<file path="config.mk">
export PLATFORM = sky130hd
export DESIGN_NAME = oricUla
export DESIGN_NICKNAME = d
export VERILOG_FILES = /design/src/ulaPkg.sv /design/src/ulaIfs.sv /design/src/attributeRegs.sv /design/src/memoryAddressMux.sv /design/src/oricUla.sv /design/src/pixelSerializer.sv /design/src/rasterTiming.sv /design/src/ulaSequencer.sv
export SDC_FILE = /design/constraint.sdc
export NUM_CORES = 1
export LEC_CHECK = 0
export ABC_AREA = 1
export ABC_CLOCK_PERIOD_IN_PS = 5300
export BUFFER_PORTS_ARGS = -buffer_cell sky130_fd_sc_hd__clkbuf_2
export CAP_MARGIN = 20
export CORE_AREA = 2 2 142 103
export CTS_CLUSTER_DIAMETER = 80
export DETAILED_ROUTE_END_ITERATION = 6
export DIE_AREA = 0 0 144 105
export GPL_ROUTABILITY_DRIVEN = 0
export REMOVE_ABC_BUFFERS = 1
export SLEW_MARGIN = 20
export SYNTH_ARGS = -nofsm -noshare
export SYNTH_HDL_FRONTEND = slang
export SYNTH_SLANG_ARGS = --single-unit
</file>
<file path="constraint.sdc">
create_clock -name CLK_24 -period 5.3 [get_ports CLK_24]
set_clock_uncertainty 0.1 [all_clocks]
set_input_delay 0.795 -clock CLK_24 [delete_from_list [all_inputs] [get_ports CLK_24]]
set_output_delay 0.795 -clock CLK_24 [all_outputs]
set_load 0.01 [all_outputs]
</file>
<file path="src/ulaPkg.sv">
package ulaPkg;

  //////////////////////////////////////////////////
  // Sequencer
  //////////////////////////////////////////////////
  localparam int numStates = 24;  // CLK_24 states per CPU cycle
  localparam int phaseLen  = 8;   // States per memory phase

  //////////////////////////////////////////////////
  // Raster limits
  //////////////////////////////////////////////////
  localparam logic [6:0] hLast       = 7'd63;   // 64 CPU cycles per line
  localparam logic [8:0] vLast60     = 9'd260;  // 261 lines
  localparam logic [8:0] vLast50     = 9'd312;  // 313 lines
  localparam logic [6:0] hSyncFirst  = 7'd49;
  localparam logic [6:0] hSyncLast   = 7'd53;
  localparam logic [6:0] reloadFirst = 7'd49;   // Attribute reload up to end of line
  localparam logic [6:0] hVisFirst   = 7'd1;
  localparam logic [6:0] hVisLast    = 7'd40;   // 40 cells per line

  localparam logic [8:0] vSync60First   = 9'd241;
  localparam logic [8:0] vSync60Last    = 9'd242;
  localparam logic [8:0] vSync50First   = 9'd258;
  localparam logic [8:0] vSync50Last    = 9'd259;
  localparam logic [8:0] vBlankFirst    = 9'd224;
  localparam logic [8:0] textForceFirst = 9'd200;  // Bottom three text rows

  // Video memory
  localparam logic [15:0] hiresBase = 16'hA000;
  localparam logic [15:0] textBase  = 16'hBB80;
  localparam logic [7:0]  ioPage    = 8'h03;

  // Colour, R in bit 0 and B in bit 2
  typedef logic [2:0] rgbT;

  // Held video byte, attribute command or cell data
  typedef union packed {
    struct packed {
      logic [3:0] cmd;     // 0 ink, 1 style, 2 paper, 3 mode
      logic [2:0] value;
    } attr;
    struct packed {
      logic       spare;
      logic [5:0] pixels;  // Leftmost pixel in bit 5
    } data;
  } heldByteT;

endpackage

</file>
<file path="src/ulaIfs.sv">
`timescale 1ns/1ps

// Cycle strobes from the state ring
interface seqIf;
  logic phi2;       // CPU clock, high in states 16..23
  logic cpuLatch;   // State 15
  logic attribDec;  // State 3
  logic dataBusEn;  // States 2 and 10
  logic pixelEn;    // Every 4th state from 1
  logic reloadReg;  // State 17
  logic vap1Load;   // State 23
  logic vap2Load;   // State 7
  logic cpuBusEn;   // State 15, raster tick

  modport sequencer (output phi2, cpuLatch, attribDec, dataBusEn, pixelEn,
                     reloadReg, vap1Load, vap2Load, cpuBusEn);
  modport reader (input phi2, cpuLatch, attribDec, dataBusEn, pixelEn,
                  reloadReg, vap1Load, vap2Load, cpuBusEn);
endinterface

// Raster position and timing levels
interface rasterIf;
  logic [6:0] hCount;
  logic [8:0] vCount;
  logic       hsyncN;
  logic       vsyncN;
  logic       blankingN;  // High in the visible window
  logic       reloadSel;  // Attribute reload region
  logic       forceText;
  logic       flashClk;

  modport source (output hCount, vCount, hsyncN, vsyncN, blankingN, reloadSel,
                  forceText, flashClk);
  modport reader (input hCount, vCount, hsyncN, vsyncN, blankingN, reloadSel,
                  forceText, flashClk);
endinterface

// Decoded attribute state
interface modeIf;
  import ulaPkg::*;

  rgbT  ink;
  rgbT  paper;
  logic altSel;     // Alternate charset
  logic dblHgtSel;  // Double height
  logic flashSel;
  logic freqSel;    // 1 = 50 Hz
  logic hiresSel;

  modport source (output ink, paper, altSel, dblHgtSel, flashSel, freqSel, hiresSel);
  modport reader (input ink, paper, altSel, dblHgtSel, flashSel, freqSel, hiresSel);
endinterface

</file>
<file path="src/attributeRegs.sv">
`timescale 1ns/1ps

module attributeRegs (
  input  logic             CLK_24,
  input  logic             RESET_INT,
  input  ulaPkg::heldByteT heldByte,
  input  logic             isAttrib,
  input  logic             writeStrobe,
  rasterIf.reader          raster,
  modeIf.source            mode
);
  import ulaPkg::*;

  rgbT        inkReg;
  rgbT        paperReg;
  logic [2:0] styleReg;
  logic [2:1] modeBits;  // Mode bit 0 has no function

  always_ff @(posedge CLK_24 or posedge RESET_INT) begin
    if (RESET_INT) begin
      inkReg   <= 3'b111;
      styleReg <= '0;
      paperReg <= '0;
      modeBits <= '0;  // 60 Hz text
    end else if (raster.reloadSel) begin
      // Line start defaults, mode survives
      inkReg   <= 3'b111;
      styleReg <= '0;
      paperReg <= '0;
    end else if (writeStrobe && isAttrib && raster.blankingN) begin
      case (heldByte.attr.cmd)
        4'd0:    inkReg   <= heldByte.attr.value;
        4'd1:    styleReg <= heldByte.attr.value;
        4'd2:    paperReg <= heldByte.attr.value;
        4'd3:    modeBits <= heldByte.attr.value[2:1];
        default: ;  // Other commands ignored
      endcase
    end
  end

  assign mode.ink       = inkReg;
  assign mode.paper     = paperReg;
  assign mode.altSel    = styleReg[0];
  assign mode.dblHgtSel = styleReg[1];
  assign mode.flashSel  = styleReg[2];
  assign mode.freqSel   = modeBits[1];   // 1 = 50 Hz
  assign mode.hiresSel  = modeBits[2];

endmodule

</file>
<file path="src/memoryAddressMux.sv">
`timescale 1ns/1ps

module memoryAddressMux (
  input  logic        CLK_24,
  input  logic [15:0] ADDR,
  input  logic        MAPn,
  input  logic [7:0]  dataByte,
  seqIf.reader        seq,
  rasterIf.reader     raster,
  modeIf.reader       mode,
  output logic        CSRAMn,
  output logic        CSIOn,
  output logic        CSROMn,
  output logic [15:0] sramAddr
);
  import ulaPkg::*;

  logic        hiresEff;
  logic        dblHgtEn;
  logic [8:0]  rowIdx;    // Screen row, lines or text rows
  logic [15:0] mulBy40;
  logic [15:0] vap1;
  logic [5:0]  fontBank;
  logic [2:0]  charRow;
  logic [15:0] vap2;
  logic        ioHit;
  logic        romArea;

  assign hiresEff = mode.hiresSel & ~raster.forceText;
  assign dblHgtEn = mode.dblHgtSel & ~hiresEff;

  //////////////////////////////////////////////////
  // Phase 1, screen byte
  //////////////////////////////////////////////////
  assign rowIdx  = hiresEff ? raster.vCount : {3'b000, raster.vCount[8:3]};
  assign mulBy40 = {2'b00, rowIdx, 5'b0} + {4'b0000, rowIdx, 3'b0};  // x32 + x8
  assign vap1    = (hiresEff ? hiresBase : textBase) + mulBy40 + {9'd0, raster.hCount};

  // Phase 2, charset row
  always_comb begin
    case ({mode.hiresSel, mode.altSel})
      2'b11:   fontBank = 6'b100111;  // 9Cxx
      2'b10:   fontBank = 6'b100110;  // 98xx
      2'b01:   fontBank = 6'b101110;  // B8xx
      default: fontBank = 6'b101101;  // B4xx
    endcase
  end

  assign charRow = dblHgtEn ? raster.vCount[3:1] : raster.vCount[2:0];
  assign vap2    = {fontBank, dataByte[6:0], charRow};

  // Address latch, one source per phase
  always_ff @(posedge CLK_24) begin
    if (seq.vap1Load) sramAddr <= vap1;
    else if (seq.vap2Load) sramAddr <= vap2;
    else if (seq.cpuLatch) sramAddr <= ADDR;
  end

  //////////////////////////////////////////////////
  // Chip selects, active only in PHI2
  //////////////////////////////////////////////////
  assign ioHit   = ADDR[15:8] == ioPage;
  assign romArea = &ADDR[15:14];           // C000..FFFF

  assign CSIOn  = ~(seq.phi2 & ioHit);
  assign CSROMn = ~(seq.phi2 & romArea & MAPn);
  assign CSRAMn = ~(seq.phi2 & ((romArea & ~MAPn) |    // Overlay RAM
                                (~romArea & ~ioHit)));

endmodule

</file>
<file path="src/oricUla.sv">
`timescale 1ns/1ps

module oricUla #(
  parameter int flashCountWidth = 5
) (
  input  logic        CLK_24,
  input  logic        RESET_INT,
  input  logic        RW,        // Pin compatibility only
  input  logic        MAPn,
  input  logic [7:0]  DB,
  input  logic [15:0] ADDR,
  output logic        PHI2,
  output logic        CSRAMn,
  output logic        CSIOn,
  output logic        CSROMn,
  output logic [15:0] SRAM_AD,
  output logic        R,
  output logic        G,
  output logic        B,
  output logic        SYNC,
  output logic        HSYNC,
  output logic        VSYNC
);
  import ulaPkg::*;

  seqIf    seqBus ();
  rasterIf rasterBus ();
  modeIf   modeBus ();

  heldByteT   heldByte;
  logic       isAttrib;
  logic       writeStrobe;
  logic [7:0] dataByte;
  rgbT        rgb;

  ulaSequencer u_ulaSequencer (
    .CLK_24, .RESET_INT, .seq(seqBus)
  );

  rasterTiming #(.flashCountWidth(flashCountWidth)) u_rasterTiming (
    .CLK_24, .RESET_INT, .seq(seqBus), .mode(modeBus), .raster(rasterBus)
  );

  attributeRegs u_attributeRegs (
    .CLK_24, .RESET_INT, .heldByte, .isAttrib, .writeStrobe,
    .raster(rasterBus), .mode(modeBus)
  );

  pixelSerializer u_pixelSerializer (
    .CLK_24, .RESET_INT, .DB, .seq(seqBus), .raster(rasterBus), .mode(modeBus),
    .heldByte, .isAttrib, .writeStrobe, .dataByte, .rgb
  );

  memoryAddressMux u_memoryAddressMux (
    .CLK_24, .ADDR, .MAPn, .dataByte, .seq(seqBus), .raster(rasterBus),
    .mode(modeBus), .CSRAMn, .CSIOn, .CSROMn, .sramAddr(SRAM_AD)
  );

  // Pins
  assign PHI2  = seqBus.phi2;
  assign HSYNC = rasterBus.hsyncN;
  assign VSYNC = rasterBus.vsyncN;
  assign SYNC  = ~(rasterBus.hsyncN ^ rasterBus.vsyncN);  // Composite
  assign R     = rgb[0];
  assign G     = rgb[1];
  assign B     = rgb[2];

endmodule

</file>
<file path="src/pixelSerializer.sv">
`timescale 1ns/1ps

module pixelSerializer (
  input  logic              CLK_24,
  input  logic              RESET_INT,
  input  logic [7:0]        DB,
  seqIf.reader              seq,
  rasterIf.reader           raster,
  modeIf.reader             mode,
  output ulaPkg::heldByteT  heldByte,
  output logic              isAttrib,
  output logic              writeStrobe,
  output logic [7:0]        dataByte,
  output ulaPkg::rgbT       rgb
);
  import ulaPkg::*;

  logic [2:0] cellStep;  // pixelEn count since vap1Load
  logic       invHold;
  logic       invCell;   // Inverse for the cell on screen
  logic       hiresEff;
  logic       loadHold;
  logic [5:0] shifter;
  logic       pixelBit;
  rgbT        colour;

  assign hiresEff = mode.hiresSel & ~raster.forceText;

  // Data bus capture, phase 1 and phase 2
  always_ff @(posedge CLK_24) begin
    if (seq.dataBusEn) dataByte <= DB;
  end

  always_ff @(posedge CLK_24 or posedge RESET_INT) begin
    if (RESET_INT) begin
      isAttrib <= 1'b0;
      invHold  <= 1'b0;
      cellStep <= '0;
    end else begin
      if (seq.attribDec) begin
        isAttrib <= ~|DB[6:5];  // 00x xxxx is an attribute
        invHold  <= DB[7];
      end
      if (seq.vap1Load) cellStep <= '0;
      else if (seq.pixelEn) cellStep <= cellStep + 3'd1;
    end
  end

  // Hires pixels at state 5, attributes at 9, font row at 13
  assign loadHold = seq.pixelEn &
                    ((~isAttrib & hiresEff & (cellStep == 3'd1)) |
                     (isAttrib & (cellStep == 3'd2)) |
                     (~isAttrib & ~hiresEff & (cellStep == 3'd3)));

  always_ff @(posedge CLK_24) begin
    if (loadHold) heldByte <= dataByte[6:0];
  end

  //////////////////////////////////////////////////
  // Shifter, 6 pixels per cell
  //////////////////////////////////////////////////
  always_ff @(posedge CLK_24) begin
    if (seq.pixelEn) begin
      if (seq.reloadReg && !isAttrib) shifter <= heldByte.data.pixels;
      else shifter <= {shifter[4:0], 1'b0};  // Attribute cell shows paper
      if (seq.reloadReg) invCell <= invHold;
    end
  end

  assign writeStrobe = seq.reloadReg;  // Attribute write slot

  assign pixelBit = (raster.flashClk & mode.flashSel) ? 1'b0 : shifter[5];  // Flash off
  assign colour   = pixelBit ? mode.ink : mode.paper;

  always_ff @(posedge CLK_24 or posedge RESET_INT) begin
    if (RESET_INT) rgb <= '0;
    else if (!raster.blankingN) rgb <= '0;       // Black outside the window
    else rgb <= invCell ? ~colour : colour;
  end

endmodule

</file>
<file path="src/rasterTiming.sv">
`timescale 1ns/1ps

module rasterTiming #(
  parameter int flashCountWidth = 5
) (
  input  logic    CLK_24,
  input  logic    RESET_INT,
  seqIf.reader    seq,
  modeIf.reader   mode,
  rasterIf.source raster
);
  import ulaPkg::*;

  logic [6:0]                 hCount;
  logic [8:0]                 vCount;
  logic [8:0]                 vLast;
  logic [flashCountWidth-1:0] flashCnt;  // Frame counter
  logic                       hVis;
  logic                       vVis;

  assign vLast = mode.freqSel ? vLast50 : vLast60;

  //////////////////////////////////////////////////
  // Counters, one step per CPU cycle
  //////////////////////////////////////////////////
  always_ff @(posedge CLK_24 or posedge RESET_INT) begin
    if (RESET_INT) begin
      hCount   <= '0;
      vCount   <= '0;
      flashCnt <= '0;
    end else if (seq.cpuBusEn) begin
      if (hCount == hLast) begin
        hCount <= '0;
        // End of line
        if (vCount >= vLast) begin  // Also catches a switch 50 -> 60 Hz
          vCount   <= '0;
          flashCnt <= flashCnt + 1'b1;
        end else begin
          vCount <= vCount + 9'd1;
        end
      end else begin
        hCount <= hCount + 7'd1;
      end
    end
  end

  //////////////////////////////////////////////////
  // Timing levels
  //////////////////////////////////////////////////
  assign hVis = (hCount >= hVisFirst) && (hCount <= hVisLast);
  assign vVis = vCount < vBlankFirst;

  assign raster.hCount    = hCount;
  assign raster.vCount    = vCount;
  assign raster.hsyncN    = ~((hCount >= hSyncFirst) && (hCount <= hSyncLast));
  assign raster.vsyncN    = mode.freqSel ?
                            ~((vCount >= vSync50First) && (vCount <= vSync50Last)) :
                            ~((vCount >= vSync60First) && (vCount <= vSync60Last));
  assign raster.blankingN = hVis & vVis;
  assign raster.reloadSel = hCount >= reloadFirst;
  assign raster.forceText = vCount >= textForceFirst;
  assign raster.flashClk  = flashCnt[flashCountWidth-1];  // Half period 2^(w-1) frames

  hCountRange: assert property (@(posedge CLK_24) disable iff (RESET_INT)
    hCount <= hLast);

endmodule

</file>
<file path="src/ulaSequencer.sv">
`timescale 1ns/1ps

module ulaSequencer (
  input  logic  CLK_24,
  input  logic  RESET_INT,
  seqIf.sequencer seq
);
  import ulaPkg::*;

  logic [numStates-1:0] state;  // One-hot, bit n = state n
  logic [2:0]           phase;  // Phase 1, 2, 3 (CPU)
  logic                 phaseEnd;

  // Last state of each phase
  assign phaseEnd = state[phaseLen-1] | state[2*phaseLen-1] | state[3*phaseLen-1];

  always_ff @(posedge CLK_24 or posedge RESET_INT) begin
    if (RESET_INT) begin
      state <= {{(numStates-1){1'b0}}, 1'b1};
      phase <= 3'b001;
    end else begin
      state <= {state[numStates-2:0], state[numStates-1]};  // Rotate
      if (phaseEnd) phase <= {phase[1:0], phase[2]};
    end
  end

  assign seq.phi2      = phase[2];                  // CPU owns phase 3
  assign seq.cpuLatch  = state[15];
  assign seq.cpuBusEn  = state[15];
  assign seq.attribDec = state[3];
  assign seq.dataBusEn = state[2] | state[10];      // Video data, both fetches
  assign seq.pixelEn   = state[1] | state[5] | state[9] | state[13] | state[17] | state[21];
  assign seq.reloadReg = state[17];
  assign seq.vap1Load  = state[23];                 // Ahead of phase 1
  assign seq.vap2Load  = state[7];                  // Ahead of phase 2

  // Both rings must keep exactly one token
  ringOneHot: assert property (@(posedge CLK_24) disable iff (RESET_INT)
    $onehot(state) && $onehot(phase));

endmodule
</file>
==> impl_metrics.toml, run 1 <==
[outcome]
status = "finished, final reports clean"

[die]
io_pins = 54
core_area_mm2 = 0.0136
num_rows = 36
die_x_um = 144
dieArea_mm2 = 0.0151
fp.dieH_um = 105
floorplan.initialDensity = 0.395

[finish]
layout-drive-gt1-share = 0.160
fin_util = 0.455
fin_area_mm2 = 0.00621
n_fill_cell = 1320
num_antenna_cells = 0
final_common_cell = "nand2_1"
final_cell_mix = "nand2_1, inv_1, dfrtp_1"
nets = 699
syn_to_final_growth_pct = 15.0

[worst_setup_path]
critPathSlowestCell = "o21ai_0"
worstPathArrival_ps = 4110
crit_chain = "inv_2, nand2_1, nand3_2, nand3_4, o21ai_0, inv_1, fa_1, inv_1, ha_1, inv_1, or2_2, nand2_1, a21oi_1, nor2_1, o21ai_0, nand2_1, nand3_1, nand2_1, nand2_1, nand3_1, nand2_1"
crit_required_ps = 5300
cp_max_fo = 20
path_class = "flip-flop to flip-flop"
cpPeakStageDelay_ps = 590
path_common_cell = "nand2_1"
cp-end-kind = "flip-flop"
start_kind = "flip-flop"
critPathBufInv = 4
path_delay_family = "simple AND/OR/NAND/NOR gates"

[sta]
fin_tns_setup_ps = 0
slew_viol_final = 0
tightest_slew_ps = 1010
setup_slack_ps = 1190
rsz0062_at_grt = "no"
min_period_over_period = 0.776
hold_viol = 0
max-slew-margin-rel = 0.327
period_needed_ps = 4110
setup_viol = 0
max_freq_mhz = 243

[grt]
antenna_found_initial = 0
grt_pass1_wl_mm = 20.9
track_usage = 0.178
grt_pass1_vias = 4119
grt_max_degree = 68
gr-total-overflow = 0

[power_and_ir_drop]
powerDensity_mw_per_mm2 = 257
ir_drop_uv = 133
power_frac_seq = 0.521
switching_share = 0.199
p_sw_w = 0.000318
leakage_nw = 2.93
p_int_w = 0.00128
power_w = 0.00160
p_comb_frac = 0.022
pwr-share-clk = 0.457

[synthesis]
syn_area_mm2 = 0.00540
synthesis.instances = 582
synth_cell_types = 49
synthArstFlopShare = 0.644
synth_top_flop_cell = "dfrtp_1"
seq_area_frac_synth = 0.518
synth-seq-cells = 104
synth_edf_count = 37
ys_warn_count = 0
syn_avg_cell_area_um2 = 9.27

[hold_path]
hold_path.class = "flip-flop to flip-flop"

[clock_network]
cts_hold_buf = 0
ctsRootBufferMaster = "clkbuf_16"
clk_pin_slew_ps = 70
cts_buffers = 9
cts_setup_buffers = 0
clk_latency_ps = 350
cts.sinks = 104
cts_tree = "done"
cts_resized = 0
clock_path_buffers = 2
cts_htree_levels = 3

[place]
place_ws_ps = 1170
placed_area_mm2 = 0.00587
port_buffers = 52
hpwl_mm = 9.54

[routing]
wl_per_cell_um = 15.0
dr.pass1.iters = 5
drc = 0
ant_nets = 0
via_per_inst = 5.02
drt_iter0_drc = 333
drt_wl_total_mm = 12.5
vias = 4184

[job]
max_cap_viol_count = 0
-- kinds of logic (layout without fill, tap and decap cells) --
| family | Yosys count | count (layout) | synth area share |
|---|---|---|---|
| simple gates | 246 | 246 | 0.207 |
| buf+inv | 88 | 149 | 0.0619 |
| fa+ha+maj | 33 | 33 | 0.0793 |
| xor+xnor | 15 | 15 | 0.0243 |
| flops | 104 | 104 | 0.518 |
| compound gates | 92 | 92 | 0.103 |
| mux | 3 | 3 | 0.00626 |
| other cells | 1 | 1 | 0.000695 |
-- registers in the layout, summed over array words and instances (netlist names), 2 cells and up --
register	cells
u_attributeRegs.mode.ink	3
u_attributeRegs.mode.paper	3
u_attributeRegs.modeBits	2
u_attributeRegs.styleReg	3
u_memoryAddressMux.sramAddr	16
u_pixelSerializer.cellStep	3
u_pixelSerializer.dataByte	7
u_pixelSerializer.heldByte	7
u_pixelSerializer.rgb	3
u_pixelSerializer.shifter	6
u_rasterTiming.flashCnt	5
u_rasterTiming.raster.hCount	7
u_rasterTiming.raster.vCount	9
u_ulaSequencer.phase	3
u_ulaSequencer.state	24
-- layout make-up --
class,instances,area [um2],area share
Clock buffer,13,292,0.0470
Clock inverter,3,42.5,0.00685
Inverter,79,297,0.0478
Multi-Input combinational cell,390,2270,0.366
Sequential cell,104,2790,0.450
Tap cell,190,238,0.0383
Timing Repair Buffer,54,275,0.0443
-- path summary, 6_finish.rpt --
kind                                                              from  slack (ps)  depth (start not counted)                                     endpoint
max                        u_rasterTiming.raster.vCount[4]$_DFFE_PP0P_        1190                         21    u_memoryAddressMux.sramAddr[12]$_DFFE_PP_
max in group asynchronous                                    RESET_INT        3970                          3           u_pixelSerializer.rgb[1]$_DFF_PP0_
min                                  u_ulaSequencer.state[8]$_DFF_PP0_         250                          0            u_ulaSequencer.state[9]$_DFF_PP0_
min reg2reg                          u_ulaSequencer.state[8]$_DFF_PP0_         250                          0            u_ulaSequencer.state[9]$_DFF_PP0_
max reg2reg                u_rasterTiming.raster.vCount[4]$_DFFE_PP0P_        1190                         21    u_memoryAddressMux.sramAddr[12]$_DFFE_PP_
min in group asynchronous                                    RESET_INT         590                          3  u_rasterTiming.raster.vCount[0]$_DFFE_PP0P_
-- stage by stage --
stage               hold WS (ps)  instances
floorplan                    231        573
global placement             233        817
detailed placement           235        817
CTS                          248        833
global route                 267        833
finish                       247        833
-- worst register-to-register path, cell delays in order, from the launching register on --
cell	delay (ps)
dfrtp_1	490
inv_2	140
nand2_1	90
nand3_2	110
nand3_4	210
o21ai_0	590
inv_1	130
fa_1	500
inv_1	40
ha_1	260
inv_1	50
or2_2	300
nand2_1	70
a21oi_1	80
nor2_1	130
o21ai_0	90
nand2_1	130
nand3_1	120
nand2_1	70
nand2_1	40
nand3_1	60
nand2_1	60
-- synth_stat cells (all sizes together), types with 2 or more instances --
library cell    n  area [um2]
nor4            2        12.5
a41oi           2        17.5
nand4          10        62.6
buf             3        15.0
nor2           47         184
clkbuf          6        22.5
inv            78         293
o311ai          3        26.3
dfrtp          62        1550
nand2         120         478
or2             7        43.8
o221ai          3        26.3
dfstp           5         131
o31ai           3        22.5
or4             2        15.0
a21oi          24         120
ha             31         388
xor2            8        70.1
o21ai          40         200
edfxtp         37        1110
nor3           15        75.1
a31oi           5        31.3
mux2            3        33.8
o21bai          2        18.8
nand3          40         223
fa              2        40.0
xnor2           7        61.3
-- metal layers --
metal / GRT usage / share of wire
met1: 0.269 / 0.52
met4: 0.0413 / 0.0095
met3: 0.0344 / 0.048
met2: 0.261 / 0.42
met5: 0 / 0
-- power groups by stage --
stage / sequential [W] / clock [W] / combinational, W
finish: 0.000831 / 0.000730 / 0.0000353
global route: 0.000830 / 0.000775 / 0.0000413
CTS: 0.000831 / 0.000746 / 0.0000367
detailed placement: 0.000847 / 0 / 0.0000364
global placement: 0.000847 / 0 / 0.0000355
floorplan: 0.000847 / 0 / 0.0000177
(Power assumes the default switching activity.)
==> inputs of run 2 (changes only) <==
--- a/config.mk
+++ b/config.mk
@@ -6,7 +6,7 @@
 export NUM_CORES = 1
 export LEC_CHECK = 0
 export ABC_AREA = 1
-export ABC_CLOCK_PERIOD_IN_PS = 5300
+export ABC_CLOCK_PERIOD_IN_PS = 3900
 export BUFFER_PORTS_ARGS = -buffer_cell sky130_fd_sc_hd__clkbuf_2
 export CAP_MARGIN = 20
 export CORE_AREA = 2 2 142 103
==> constraint.sdc (replaced) <==
create_clock -name CLK_24 -period 3.9 [get_ports CLK_24]
set_clock_uncertainty 0.1 [all_clocks]
set_input_delay 0.585 -clock CLK_24 [delete_from_list [all_inputs] [get_ports CLK_24]]
set_output_delay 0.585 -clock CLK_24 [all_outputs]
set_load 0.01 [all_outputs]
==> run 2 against run 1 <==
- clock power up 32%
- fmax up 12%
- die area unchanged
- routed wire length up 2.7%
- critical path type unchanged
- largest power group unchanged
==> impl_metrics.toml, run 2 (synthesized netlist as in run 1, its figures left out) <==
[die]
die_x_um = 144
io_pins = 54
fp.dieH_um = 105
num_rows = 36
core_area_mm2 = 0.0136
dieArea_mm2 = 0.0151
floorplan.initialDensity = 0.395

[power_and_ir_drop]
p_comb_frac = 0.024
pwr-share-clk = 0.449
switching_share = 0.208
leakage_nw = 3.00
power_frac_seq = 0.527
powerDensity_mw_per_mm2 = 338
p_sw_w = 0.000445
p_int_w = 0.00170
ir_drop_uv = 219

[finish]
final_cells = 849
nets = 715
largest_reg_flops = 24
syn_to_final_growth_pct = 17.4
final_common_cell = "nand2_1"
fin_util = 0.464
num_antenna_cells = 0
largest_register = "u_ulaSequencer.state"
reg_top3 = "u_ulaSequencer.state (24), u_memoryAddressMux.sramAddr (16), u_rasterTiming.raster.vCount (9)"
final_cell_mix = "nand2_1, inv_1, dfrtp_1"
layout-drive-gt1-share = 0.193

[worst_setup_path]
path_class = "flip-flop to flip-flop"
cp_max_fo = 5
crit_path_end = "u_memoryAddressMux.sramAddr[10]$_DFFE_PP_"
reg2reg_to = "u_memoryAddressMux.sramAddr[10]$_DFFE_PP_"
r2r_start = "u_rasterTiming.raster.vCount[7]$_DFFE_PP0P_"
worstPathArrival_ps = 3670
start_kind = "flip-flop"
cp-startpoint = "u_rasterTiming.raster.vCount[7]$_DFFE_PP0P_"
crit_required_ps = 3890
rr_worst_depth = 21
r2r_slack_ps = 220
cp-end-kind = "flip-flop"

[clock_network]
cts_tree = "done"
clk_pin_slew_ps = 70
cts_buffers = 9
cts.sinks = 104
clk_latency_ps = 350
clock_path_buffers = 2
ctsRootBufferMaster = "clkbuf_16"
cts_htree_levels = 3

[grt]
track_usage = 0.180
grt_pass1_wl_mm = 21.1
antenna_found_initial = 0
grt_max_degree = 29
grt_pass1_vias = 4164
gr-total-overflow = 0

[routing]
drc = 0
wl_per_cell_um = 15.2
drt_iter0_drc = 312
vias = 4279
ant_nets = 0
drt_wl_total_mm = 12.9
via_per_inst = 5.04
dr.pass1.iters = 5

[sta]
tightest_slew_ps = 1010
hold_viol = 0
max-slew-margin-rel = 0.328
setup_viol = 0
hold_slack_ps = 109
slew_viol_final = 0
setup_slack_ps = 224
max_freq_mhz = 272
period_needed_ps = 3680
min_period_over_period = 0.943

[hold_path]
hold_path.class = "primary input to asynchronous set/reset pin"

[job]
max_cap_viol_count = 0

[place]
place_ws_ps = 141
hpwl_mm = 9.84
place_inst = 828
port_buffers = 52

[outcome]
status = "finished, final reports clean"
-- run 2: cell count changes in the layout (fill, tap and decap cells not counted), sizes merged --
cell  previous run  this run
buf              2        18
-- run 2: cell type report --
type,count,area [um2]
Multi-Input combinational cell,390,2300
Fill cell,1315,7310
Inverter,79,297
Sequential cell,104,2800
Clock buffer,13,265
Timing Repair Buffer,70,395
Tap cell,190,238
Clock inverter,3,47.5
-- run 2: through the flow --
step | TNS [ps] | total power (W) | instance area [um2]
5_1_grt | -80.2 | 0.00221 | 6340
2_1_floorplan | 0 | 0.00118 | 5360
6_report | 0 | 0.00214 | 6340
3_5_place_dp | 0 | 0.00120 | 5960
4_1_cts | 0 | 0.00215 | 6270
3_3_place_gp | 0 | 0.00120 | 5960
-- run 2: worst min path at each step --
| stage | slack (ps) | start | endpoint |
|---|---|---|---|
| after detailed placement | 230 | u_ulaSequencer.state[16]$_DFF_PP0_ | u_ulaSequencer.state[17]$_DFF_PP0_ |
| after global placement | 230 | u_ulaSequencer.state[16]$_DFF_PP0_ | u_ulaSequencer.state[17]$_DFF_PP0_ |
| after global routing | 140 | RESET_INT | u_rasterTiming.flashCnt[1]$_DFFE_PP0P_ |
| after floorplan | 230 | u_ulaSequencer.state[11]$_DFF_PP0_ | u_ulaSequencer.state[12]$_DFF_PP0_ |
| after CTS | 110 | RESET_INT | u_rasterTiming.flashCnt[1]$_DFFE_PP0P_ |
| final | 110 | RESET_INT | u_rasterTiming.flashCnt[1]$_DFFE_PP0P_ |
-- run 2: power groups by stage --
stage | Clock, W | Combinational [W] | Sequential [W]
2_1_floorplan | 0 | 0.0000241 | 0.00115
3_3_place_gp | 0 | 0.0000490 | 0.00115
3_5_place_dp | 0 | 0.0000505 | 0.00115
4_1_cts | 0.000975 | 0.0000508 | 0.00113
5_1_grt | 0.00102 | 0.0000596 | 0.00113
6_report | 0.000962 | 0.0000512 | 0.00113
-- run 2: critical path: stages (launching register included) --
cell and delay [ps]:
dfrtp_2 440, nand2_1 100, inv_1 60, nand3_2 110
nand3_4 100, o21ai_1 200, ha_1 200, inv_1 60
fa_1 540, inv_1 40, ha_1 260, inv_1 60
or2_2 300, nand2_1 80, a21oi_2 60, nor2_1 130
o21ai_1 80, nand2_1 140, buf_4 130, nand2_1 40
nand2_1 60, o221ai_1 110
-- run 2: per-layer routing --
| layer | vias to the layer above | part of all wire | wire, um | track usage |
|---|---|---|---|---|
| met3 | 16 | 0.068 | 872 | 0.0367 |
| met5 | - | 0 | 0 | 0 |
| met2 | 151 | 0.42 | 5340 | 0.263 |
| met1 | 2010 | 0.51 | 6510 | 0.272 |
| met4 | 0 | 0.011 | 146 | 0.0434 |
| li1 | 2102 | - | - | - |
-- run 2: repair_timing --
action / CTS / global route
buffers inserted: 0 / 5
resized for setup: 0 / 14
setup endpoints to repair: 0 / 5
hold buffers: 0 / 0
==> inputs of run 3 (changes only) <==
--- a/config.mk
+++ b/config.mk
@@ -7,8 +7,7 @@
 export LEC_CHECK = 0
 export ABC_AREA = 1
 export ABC_CLOCK_PERIOD_IN_PS = 3900
-export BUFFER_PORTS_ARGS = -buffer_cell sky130_fd_sc_hd__clkbuf_2
-export CAP_MARGIN = 20
+export BUFFER_PORTS_ARGS = -buffer_cell sky130_fd_sc_hd__buf_4
 export CORE_AREA = 2 2 142 103
 export CTS_CLUSTER_DIAMETER = 80
 export DETAILED_ROUTE_END_ITERATION = 6
==> run 3 against run 2 <==
- critical path depth did not move
- routed wire length rose by 2.2%
- total power fell by 3.9%
- global-route usage rose by 0.11 points
- worst hold slack improved by 140 ps
- cell count rose by 0.59%
- via count fell by 1.8%
- highest routed layer unchanged
==> impl_metrics.toml, run 3 (synthesized netlist as in run 1, its figures left out) <==
[worst_setup_path]
crit_chain = "nand2_2, o21a_4, nand3_4, nand2_2, o21ai_2, ha_2, inv_1, fa_1, inv_1, ha_1, inv_1, or2_2, nand2_2, a21oi_2, nor2_1, o21ai_1, nand2_1, buf_4, nand2_1, nand2_1, o221ai_2"
critPathBufInv = 4
cp_max_fo = 7
r2r_start = "u_rasterTiming.raster.vCount[5]$_DFFE_PP0P_"
critPathSlowestCell = "fa_1"
cpPeakStageDelay_ps = 530
worstPathArrival_ps = 3690
crit_required_ps = 3890
start_kind = "flip-flop"
rr_worst_depth = 21
r2r_slack_ps = 200
path_class = "flip-flop to flip-flop"
reg2reg_to = "u_memoryAddressMux.sramAddr[10]$_DFFE_PP_"
cp-end-kind = "flip-flop"
path_delay_family = "simple AND/OR/NAND/NOR gates"

[sta]
max-slew-margin-rel = 0.311
hold_viol = 0
slew_viol_final = 0
setup_viol = 0
setup_slack_ps = 196
period_needed_ps = 3700
tightest_slew_ps = 1030
fin_tns_setup_ps = 0
max_freq_mhz = 270
min_period_over_period = 0.950

[routing]
via_per_inst = 4.92
dr.pass1.iters = 5
wl_per_cell_um = 15.4
ant_nets = 0
vias = 4204
drt_wl_total_mm = 13.2
drt_iter0_drc = 254
drc = 0

[place]
hpwl_mm = 9.97
port_buffers = 52
place_ws_ps = 88.4
placed_area_mm2 = 0.00609

[grt]
grtUsageMet3 = 0.0362
grt_pass1_vias = 4128
grt_busiest_layer = "met1"
grt_max_degree = 43
grt_pass1_wl_mm = 21.1
antenna_found_initial = 0
grt_util_met2 = 0.266
gr-total-overflow = 0
track_usage = 0.181
grtUsageMet1 = 0.275

[finish]
nets = 720
num_antenna_cells = 0
syn_to_final_growth_pct = 20.1
largest_register = "u_ulaSequencer.state"
final_cell_mix = "nand2_1, buf_4, inv_1"
final-seq-area_mm2 = 0.00280
largest_reg_flops = 24
fin_area_mm2 = 0.00648
layout-drive-gt1-share = 0.203
final_common_cell = "nand2_1"
multi_input_comb_area_mm2 = 0.00230
reg_top3 = "u_ulaSequencer.state (24), u_memoryAddressMux.sramAddr (16), u_rasterTiming.raster.vCount (9)"
n_fill_cell = 1296

[hold_path]
worstHoldPathCells = 0
worstHoldStart = "u_ulaSequencer.state[6]$_DFF_PP0_"
hold_path.class = "flip-flop to flip-flop"
holdPathEnd = "u_ulaSequencer.state[7]$_DFF_PP0_"

[clock_network]
cts_tree = "done"
cts_htree_levels = 3
clock_path_buffers = 2
clk_latency_ps = 350
ctsRootBufferMaster = "clkbuf_16"
clk_pin_slew_ps = 70
cts.sinks = 104
cts_hold_buf = 0
cts_buffers = 9

[die]
floorplan.initialDensity = 0.395
dieArea_mm2 = 0.0151
io_pins = 54
num_rows = 36
die_x_um = 144
fp.dieH_um = 105
core_area_mm2 = 0.0136

[outcome]
status = "finished, final reports clean"

[power_and_ir_drop]
leakage_nw = 3.05
power_w = 0.00206
ir_drop_uv = 209
powerDensity_mw_per_mm2 = 318

[job]
max_cap_viol_count = 0
## run 3: cell count changes in the layout (fill, tap and decap cells not counted), sizes merged
cell / change
buf: +57
clkbuf: -55
clkinv: +3
bufinv: -1
inv: +1
## run 3: cell type report
type	instances	area share
Multi-Input combinational cell	390	0.354
Clock inverter	6	0.00830
Tap cell	190	0.0367
Sequential cell	104	0.431
Timing Repair Buffer	75	0.0880
Clock buffer	10	0.0355
Inverter	79	0.0458
## run 3: power breakdown
group | internal, W | switching (W) | total [W]
clock | 0.000448 | 0.000428 | 0.000875
sequential | 0.00113 | 0 | 0.00113
combinational | 0.0000253 | 0.0000300 | 0.0000553
total | 0.00160 | 0.000458 | 0.00206
## run 3: worst max path at each step
stage | start | to | slack, ps | cells past startpoint
floorplan | u_rasterTiming.raster.vCount[4]$_DFFE_PP0P_ | u_memoryAddressMux.sramAddr[12]$_DFFE_PP_ | 340 | 22
global placement | u_rasterTiming.raster.vCount[7]$_DFFE_PP0P_ | u_memoryAddressMux.sramAddr[12]$_DFFE_PP_ | 150 | 22
detailed placement | u_rasterTiming.raster.vCount[7]$_DFFE_PP0P_ | u_memoryAddressMux.sramAddr[12]$_DFFE_PP_ | 90 | 22
CTS | u_rasterTiming.raster.vCount[7]$_DFFE_PP0P_ | u_memoryAddressMux.sramAddr[12]$_DFFE_PP_ | 70 | 22
global route | u_rasterTiming.raster.vCount[5]$_DFFE_PP0P_ | u_memoryAddressMux.sramAddr[12]$_DFFE_PP_ | -50 | 22
finish | u_rasterTiming.raster.vCount[5]$_DFFE_PP0P_ | u_memoryAddressMux.sramAddr[10]$_DFFE_PP_ | 200 | 21
## run 3: per-layer routing
| layer | routed length [um] | vias up | part of all wire |
|---|---|---|---|
| li1 | - | 2108 | - |
| met1 | 6570 | 1977 | 0.50 |
| met2 | 5730 | 107 | 0.44 |
| met3 | 760 | 12 | 0.058 |
| met4 | 93 | 0 | 0.0071 |
| met5 | 0 | - | 0 |
## run 3: repair_timing
item                                    CTS  global route
buffers inserted                          0             9
endpoints found under the setup margin    0             6
gates resized for setup                   0            16
## run 3: metrics by stage
step | hold slack, ps | util | instances
finish | 245 | 0.475 | 854
global route | 244 | 0.475 | 854
CTS | 245 | 0.467 | 845
detailed placement | 235 | 0.446 | 829
global placement | 232 | 0.446 | 829
floorplan | 231 | - | 573
